===== src/logic/calcPkg.sv =====
package calcPkg;

    // Field widths of the stack view. The top level must match these.
    localparam int DataW  = 8;
    localparam int DepthW = 4;

    // ------------------------------------------------------------
    // Instruction codes
    // ------------------------------------------------------------
    typedef enum logic [7:0] {
        NOP  = 8'h0F,
        PUSH = 8'h01,
        POP  = 8'h02,
        COPY = 8'h03,
        ADD  = 8'h04,
        SUB  = 8'h05,
        MUL  = 8'h06,
        SWAP = 8'h09,
        LEN  = 8'h22,
        CLS  = 8'h80
    } opcodeE;

    typedef enum logic [1:0] {
        IdleSt,
        RefillSt,
        AckSt
    } ctrlStateE;

    // Requests from the control to the stack cache.
    typedef enum logic [2:0] {
        CmdNone,
        CmdPush,
        CmdPop,
        CmdDup,
        CmdSwap,
        CmdReplace,
        CmdClear
    } stackCmdE;

    typedef struct packed {
        logic underflow;
        logic invalidArg;
        logic invalidInstr;
        logic overflow;
    } calcErrorsT;

    typedef struct packed {
        logic [DataW-1:0]  first;
        logic [DataW-1:0]  second;
        logic [DepthW-1:0] size;
    } stackViewT;

endpackage


===== src/logic/calcAlu.sv =====
`timescale 1ns/1ps

module calcAlu
    import calcPkg::*;
#(
    parameter int DataWidth = 8
) (
    input  opcodeE               Op,
    input  stackViewT            View,
    output logic [DataWidth-1:0] Sum,
    output logic                 Bad
);

    logic [2*DataWidth-1:0] product;

    // Operands are second (left) and first (right).
    assign product = View.second * View.first;

    always_comb
    begin
        case (Op)
            ADD:
            begin
                Sum = View.second + View.first;
            end
            SUB:
            begin
                Sum = View.second - View.first;
            end
            MUL:
            begin
                Sum = product[DataWidth-1:0];
            end
            default:
            begin
                Sum = '0;
            end
        endcase
    end

    // Results below zero are refused.
    assign Bad = (Op == SUB) && (View.second < View.first);

endmodule


===== src/logic/calcControl.sv =====
`timescale 1ns/1ps

module calcControl
    import calcPkg::*;
(
    input  logic             Clk,
    input  logic             rst,
    input  logic             Req,
    input  opcodeE           Instruction,
    input  logic [7:0]       Operand,
    output logic             Ack,
    output logic [7:0]       Result,
    output calcErrorsT       Errors,
    output stackCmdE         Cmd,
    output logic [DataW-1:0] NewTop,
    output logic             Refill,
    input  stackViewT        View,
    input  logic [DataW-1:0] Sum,
    input  logic             Bad
);

    ctrlStateE  state;
    logic       accept;
    stackCmdE   cmdDec;
    logic       refillDec;
    logic       keepErr;
    calcErrorsT errDec;
    logic [7:0] resDec;

    assign accept = (state == IdleSt) && Req;
    assign Ack    = (state == AckSt);
    assign Cmd    = accept ? cmdDec : CmdNone;
    assign Refill = accept && refillDec;

    // ------------------------------------------------------------
    // Instruction decode against the current depth
    // ------------------------------------------------------------
    always_comb
    begin
        cmdDec    = CmdNone;
        refillDec = 1'b0;
        keepErr   = 1'b0;
        errDec    = '0;
        resDec    = '0;
        NewTop    = Operand;
        case (Instruction)
            NOP:
            begin
            end
            PUSH:
            begin
                if (View.size == '1)
                begin
                    errDec.overflow = 1'b1;
                end
                else
                begin
                    cmdDec = CmdPush;
                    resDec = Operand;
                end
            end
            POP:
            begin
                if (View.size == 0)
                begin
                    errDec.underflow = 1'b1;
                end
                else
                begin
                    cmdDec    = CmdPop;
                    refillDec = (View.size >= 3);
                    resDec    = View.second;
                end
            end
            COPY:
            begin
                if (View.size == 0)
                begin
                    errDec.underflow = 1'b1;
                end
                else if (View.size == '1)
                begin
                    errDec.overflow = 1'b1;
                end
                else
                begin
                    cmdDec = CmdDup;
                    resDec = View.first;
                end
            end
            SWAP:
            begin
                if (View.size < 2)
                begin
                    errDec.underflow = 1'b1;
                end
                else
                begin
                    cmdDec = CmdSwap;
                    resDec = View.second;
                end
            end
            ADD, SUB, MUL:
            begin
                if (View.size < 2)
                begin
                    errDec.underflow = 1'b1;
                end
                else if (Bad)
                begin
                    errDec.invalidArg = 1'b1;
                end
                else
                begin
                    cmdDec    = CmdReplace;
                    NewTop    = Sum;
                    refillDec = (View.size >= 3);
                    resDec    = Sum;
                end
            end
            LEN:
            begin
                keepErr = 1'b1;
                resDec  = 8'(View.size);
            end
            CLS:
            begin
                cmdDec = CmdClear;
            end
            default:
            begin
                errDec.invalidInstr = 1'b1;
            end
        endcase
    end

    // ------------------------------------------------------------
    // Four-phase handshake
    // ------------------------------------------------------------
    always_ff @(posedge Clk)
    begin
        if (rst)
        begin
            state  <= IdleSt;
            Errors <= '0;
            Result <= '0;
        end
        else
        begin
            case (state)
                IdleSt:
                begin
                    if (Req)
                    begin
                        state  <= refillDec ? RefillSt : AckSt;
                        Result <= resDec;
                        if (!keepErr)
                        begin
                            Errors <= errDec;
                        end
                    end
                end
                // Second entry arrives from RAM here.
                RefillSt:
                begin
                    state <= AckSt;
                end
                AckSt:
                begin
                    if (!Req)
                    begin
                        state <= IdleSt;
                    end
                end
                default:
                begin
                    state <= IdleSt;
                end
            endcase
        end
    end

endmodule


===== src/logic/miniCalcTop.sv =====
`timescale 1ns/1ps

module miniCalcTop
    import calcPkg::*;
#(
    parameter int DataWidth      = 8,
    parameter int StackDepthLog2 = 4
) (
    input  logic       Clk,
    input  logic       rst,
    input  logic       Req,
    input  opcodeE     Instruction,
    input  logic [7:0] Operand,
    output logic       Ack,
    output logic [7:0] Result,
    output stackViewT  Stack,
    output calcErrorsT Errors,
    output logic       OperationalError
);

    stackCmdE                  cmd;
    logic [DataWidth-1:0]      newTop;
    logic                      refill;
    stackViewT                 view;
    logic [DataWidth-1:0]      sum;
    logic                      bad;
    logic [StackDepthLog2-1:0] ramAddr;
    logic                      ramWrite;
    logic [DataWidth-1:0]      ramWrData;
    logic [DataWidth-1:0]      ramRdData;

    assign Stack            = view;
    assign OperationalError = Errors.underflow | Errors.invalidArg |
                              Errors.invalidInstr | Errors.overflow;

    calcControl i_calcControl (
        .Clk         (Clk),
        .rst         (rst),
        .Req         (Req),
        .Instruction (Instruction),
        .Operand     (Operand),
        .Ack         (Ack),
        .Result      (Result),
        .Errors      (Errors),
        .Cmd         (cmd),
        .NewTop      (newTop),
        .Refill      (refill),
        .View        (view),
        .Sum         (sum),
        .Bad         (bad)
    );

    stackCache #(
        .DataWidth      (DataWidth),
        .StackDepthLog2 (StackDepthLog2)
    ) i_stackCache (
        .Clk    (Clk),
        .rst    (rst),
        .Cmd    (cmd),
        .NewTop (newTop),
        .Refill (refill),
        .View   (view),
        .RdData (ramRdData),
        .Addr   (ramAddr),
        .Write  (ramWrite),
        .WrData (ramWrData)
    );

    stackRam #(
        .DataWidth      (DataWidth),
        .StackDepthLog2 (StackDepthLog2)
    ) i_stackRam (
        .Clk    (Clk),
        .Addr   (ramAddr),
        .Write  (ramWrite),
        .WrData (ramWrData),
        .RdData (ramRdData)
    );

    calcAlu #(
        .DataWidth (DataWidth)
    ) i_calcAlu (
        .Op   (Instruction),
        .View (view),
        .Sum  (sum),
        .Bad  (bad)
    );

endmodule


===== src/logic/stackCache.sv =====
`timescale 1ns/1ps

module stackCache
    import calcPkg::*;
#(
    parameter int DataWidth      = 8,
    parameter int StackDepthLog2 = 4
) (
    input  logic                      Clk,
    input  logic                      rst,
    input  stackCmdE                  Cmd,
    input  logic [DataWidth-1:0]      NewTop,
    input  logic                      Refill,
    output stackViewT                 View,
    input  logic [DataWidth-1:0]      RdData,
    output logic [StackDepthLog2-1:0] Addr,
    output logic                      Write,
    output logic [DataWidth-1:0]      WrData
);

    stackViewT viewQ;
    logic      refillQ;
    logic      shrink;

    assign View = viewQ;

    // ------------------------------------------------------------
    // RAM side
    // ------------------------------------------------------------

    // Spill the old second when the stack grows past two.
    assign Write  = ((Cmd == CmdPush) || (Cmd == CmdDup)) && (viewQ.size >= 2);
    assign WrData = viewQ.second;
    assign shrink = (Cmd == CmdPop) || (Cmd == CmdReplace);

    // Spill goes to size-2, refill reads size-3.
    always_comb
    begin
        if (Write)
        begin
            Addr = viewQ.size - StackDepthLog2'(2);
        end
        else
        begin
            Addr = viewQ.size - StackDepthLog2'(3);
        end
    end

    // ------------------------------------------------------------
    // Top two entries and depth
    // ------------------------------------------------------------
    always_ff @(posedge Clk)
    begin
        if (rst)
        begin
            viewQ   <= '0;
            refillQ <= 1'b0;
        end
        else
        begin
            refillQ <= Refill && shrink;
            if (refillQ)
            begin
                viewQ.second <= RdData;
            end
            case (Cmd)
                CmdPush:
                begin
                    viewQ.first  <= NewTop;
                    viewQ.second <= viewQ.first;
                    viewQ.size   <= viewQ.size + 1'b1;
                end
                CmdDup:
                begin
                    viewQ.second <= viewQ.first;
                    viewQ.size   <= viewQ.size + 1'b1;
                end
                CmdPop:
                begin
                    viewQ.first  <= viewQ.second;
                    viewQ.second <= '0;
                    viewQ.size   <= viewQ.size - 1'b1;
                end
                CmdSwap:
                begin
                    viewQ.first  <= viewQ.second;
                    viewQ.second <= viewQ.first;
                end
                CmdReplace:
                begin
                    viewQ.first  <= NewTop;
                    viewQ.second <= '0;
                    viewQ.size   <= viewQ.size - 1'b1;
                end
                CmdClear:
                begin
                    viewQ <= '0;
                end
                default:
                begin
                end
            endcase
        end
    end

endmodule


===== src/logic/stackRam.sv =====
`timescale 1ns/1ps

module stackRam #(
    parameter int DataWidth      = 8,
    parameter int StackDepthLog2 = 4
) (
    input  logic                      Clk,
    input  logic [StackDepthLog2-1:0] Addr,
    input  logic                      Write,
    input  logic [DataWidth-1:0]      WrData,
    output logic [DataWidth-1:0]      RdData
);

    logic [DataWidth-1:0] mem [2**StackDepthLog2];

    // Registered read, old data on a write cycle.
    always_ff @(posedge Clk)
    begin
        if (Write)
        begin
            mem[Addr] <= WrData;
        end
        RdData <= mem[Addr];
    end

endmodule


===== config.mk =====
export PLATFORM = sky130hd
export DESIGN_NAME = miniCalcTop
export DESIGN_NICKNAME = d
export VERILOG_FILES = /design/src/logic/calcPkg.sv /design/src/logic/calcAlu.sv /design/src/logic/calcControl.sv /design/src/logic/miniCalcTop.sv /design/src/logic/stackCache.sv /design/src/logic/stackRam.sv
export SDC_FILE = /design/constraint.sdc
export NUM_CORES = 1
export LEC_CHECK = 0
export ABC_AREA = 0
export BUFFER_PORTS_ARGS = -buffer_cell sky130_fd_sc_hd__buf_2
export CAP_MARGIN = 20
export CORE_MARGIN = 10
export CORE_UTILIZATION = 50
export CTS_BUF_LIST = sky130_fd_sc_hd__clkbuf_16
export CTS_CLUSTER_DIAMETER = 30
export DETAILED_ROUTE_END_ITERATION = 12
export GPL_TIMING_DRIVEN = 0
export PLACE_DENSITY = 0.63
export RECOVER_POWER = 25
export SKIP_LAST_GASP = 1
export SYNTH_ARGS = -nofsm -noshare
export SYNTH_HDL_FRONTEND = slang
export SYNTH_SLANG_ARGS = --single-unit
export TNS_END_PERCENT = 5

===== constraint.sdc =====
create_clock -name Clk -period 4.8 [get_ports Clk]
set_input_delay 0.72 -clock Clk [delete_from_list [all_inputs] [get_ports Clk]]
set_output_delay 0.72 -clock Clk [all_outputs]
set_load 0.03 [all_outputs]

==> results.json <==
{
  "status": "finished clean",
  "synth_seq_cells": 171,
  "fin_crit_ns": 4.56,
  "fp.dieArea_mm2": 0.0245,
  "numCtsBuffers": 17,
  "firstDrtPassIters": 5,
  "post-cts-setup-buffers": 0,
  "grtUsageTotal": 0.204,
  "syn_inst": 889,
  "syn_area_mm2": 0.00932,
  "dp_cells": 1169,
  "dpl.hpwl_um": 17000,
  "grt_pass1_wl_um": 38500,
  "path_clk_slew_ns": 0.07,
  "cp_slowest_cell": "dfxtp_1",
  "cts_tree": "done",
  "initial_utilization": 0.514,
  "postLayoutCoreUtil": 0.580,
  "slew_viol_final": 0,
  "grt_max_degree": 31,
  "slowest_delay_ns": 0.62,
  "vias": 6986,
  "tightest_slew_ns": 1.02,
  "worstPathMaxFanout": 10,
  "vias_per_cell": 5.80,
  "path_cells": "ha_1 > inv_1 > fa_1 > inv_1 > fa_1 > ha_1 > inv_1 > fa_1 > inv_1 > ha_1 > a21o_1 > a21oi_1 > xnor2_1 > xnor2_1 > nand2_1 > a31o_2 > a311oi_1",
  "hold_path_class": "reg -> reg",
  "synth-edff-count": 128,
  "min_period_over_period": 0.950,
  "crit_family": "adder cells",
  "overflow": 0,
  "ir_drop_mv": 0.230,
  "critical_path_class": "reg -> reg",
  "boundaryPins": 53,
  "finClkSkew_ns": 0.0110,
  "hold_viol": 0,
  "place.gp.congestion": 0.963,
  "final_cells": 1204,
  "maxCapViolCount": 0,
  "ys.flop_type": "edfxtp_1",
  "synthArstFlopShare": 0,
  "fin_ws_ns": 0.240,
  "synth_largest_area_cell": "edfxtp_1",
  "total_power_uw": 3110,
  "avgSynthCellArea_um2": 10.5,
  "synth_top_area_share": 0.412,
  "end_kind": "flip-flop",
  "grt_setup_unrepaired": "true",
  "max_freq_ghz": 0.219,
  "reg2reg_depth": 17,
  "io_buffers": 49,
  "ys_seq_area_frac": 0.505,
  "netlist-cell-type-count": 71,
  "grt_antenna_before_repair": 0,
  "required_ns": 5.14,
  "cp.depth": 17,
  "pre_cts_slack_ns": -0.419,
  "setup_viol": 0,
  "core_area_mm2": 0.0181,
  "syn_to_final_growth_pct": 12.8,
  "clk_latency_ns": 0.43,
  "worstPathArrival_ns": 4.90,
  "die_w_um": 157,
  "cts.sinks": 171,
  "grt_pass1_vias": 6916,
  "nets": 1034,
  "p_per_area_mw_per_mm2": 295,
  "wl_per_cell_um": 20.4,
  "relSlewSlack": 0.317,
  "detail_route.iter0.violations": 647,
  "crit_top_cell": "inv_1",
  "row_count": 49,
  "root_buffer": "clkbuf_16",
  "cp-start-kind": "flip-flop",
  "synth_area_leaders": "edfxtp_1 41%, dfxtp_1 9.2%, mux2i_1 5.7%",
  "synth.net_count": 961,
  "cp_num_buf_inv": 4,
  "cts.hold.buffers_added": 0,
  "die_h_um": 157,
  "whs_path_depth": 2,
  "drc_errors": 0,
  "antenna_left": 0,
  "h-tree-depth": 4,
  "p_leak_uw": 0.00410,
  "ys.warnings.count": 0,
  "diodes": 0,
  "cts_buffer_depth": 2,
  "finalWirelength_um": 24600,
  "layout-drive-gt1-share": 0.133
}
## stage by stage
step	hold slack (ns)	instance area, um2	setup TNS [ns]
6_report	0.459	10500	0
3_3_place_gp	0.442	9860	-1.26
2_1_floorplan	0.480	9320	0
3_5_place_dp	0.446	9870	-1.36
5_1_grt	0.471	10500	-0.0147
4_1_cts	0.458	10500	0
## area by class of cell
cell class / count / area (um2)
Inverter: 59 / 221
Multi-Input combinational cell: 617 / 4190
Buffer: 41 / 205
Tap cell: 229 / 287
Sequential cell: 171 / 4720
Timing Repair Buffer: 55 / 298
Clock buffer: 17 / 425
Fill cell: 1603 / 7630
Clock inverter: 15 / 176
## where the power goes
| group | internal (uW) | switching [uW] |
|---|---|---|
| clock network | 788 | 629 |
| logic | 36.6 | 78.8 |
| registers | 1570 | 4.13 |
| total | 2390 | 712 |
## tightest hold or removal path, delay by kind of cell, from the launching register on
family | cells | cell delay, ns
and+or+nand+nor | 1 | 0.05
AOI/OAI and AO/OA | 1 | 0.05
DFF | 1 | 0.31
## registers in the layout (all words and copies together), names as in the netlist
register              flops
i_stackRam.mem          128
i_stackCache.View        12
i_calcControl.Result      8
i_stackCache.WrData       8
i_stackRam.RdData         8
i_calcControl.Errors      4
i_calcControl.state       2
i_stackCache.refillQ      1
## worst paths after layout
check	start	slack, ns	endpoint
max	i_stackCache.View[14]$_SDFFE_PP0P_	0.24	i_stackCache.View[19]$_SDFFE_PP0P_
min	i_calcControl.Result[4]$_SDFFE_PP0P_	0.46	i_calcControl.Result[4]$_SDFFE_PP0P_
max reg2reg	i_stackCache.View[14]$_SDFFE_PP0P_	0.24	i_stackCache.View[19]$_SDFFE_PP0P_
min reg2reg	i_calcControl.Result[4]$_SDFFE_PP0P_	0.46	i_calcControl.Result[4]$_SDFFE_PP0P_
## cell usage after synthesis (4+ instances only)
cell	number
o21ai_0	14
fa_1	15
xnor2_1	16
and2_1	13
a31oi_1	13
a21oi_1	55
buf_2	13
inv_1	58
edfxtp_1	128
nor3_1	30
a22oi_1	10
nor2b_1	7
a21o_1	10
o21a_1	4
or3_1	5
nor3b_1	5
dfxtp_1	43
nand4_1	5
nor2_1	58
xor2_1	10
ha_1	38
clkbuf_1	20
nand3_1	31
a32oi_1	15
nand2_1	135
a211oi_1	5
mux2i_1	53
a311oi_1	4
o21ai_1	4
## logic make-up after synthesis
kind of cell | after synthesis | synth area share
fa+ha+maj | 53 | 0.0832
simple gates | 315 | 0.158
xor+xnor | 27 | 0.0274
compound gates | 167 | 0.121
mux | 55 | 0.0593
buf+inv | 101 | 0.0460
flops | 171 | 0.505
## timing repair
item | CTS | global route
setup endpoints to repair | 5 | 3
cloned | 0 | 0
gates resized for setup | 4 | 5
## cells in the final DEF, fill, tap and decap left out, types with 16 or more instances in the layout
cell type,Yosys,layout
buf_2,13,65
ha_1,38,38
nor2_1,58,58
inv_1,58,58
a21oi_1,55,55
nand3_1,31,31
xnor2_1,16,16
nor3_1,30,30
clkbuf_16,0,17
clkbuf_1,20,18
dfxtp_1,43,39
nand2_1,135,135
mux2i_1,53,53
edfxtp_1,128,128
## layer usage
metal  share of wire  track usage
met4           0.023       0.0728
met1            0.45        0.262
met2            0.47        0.330
met3           0.058       0.0471
met5               0            0
Power figures use the tool's default switching activity.
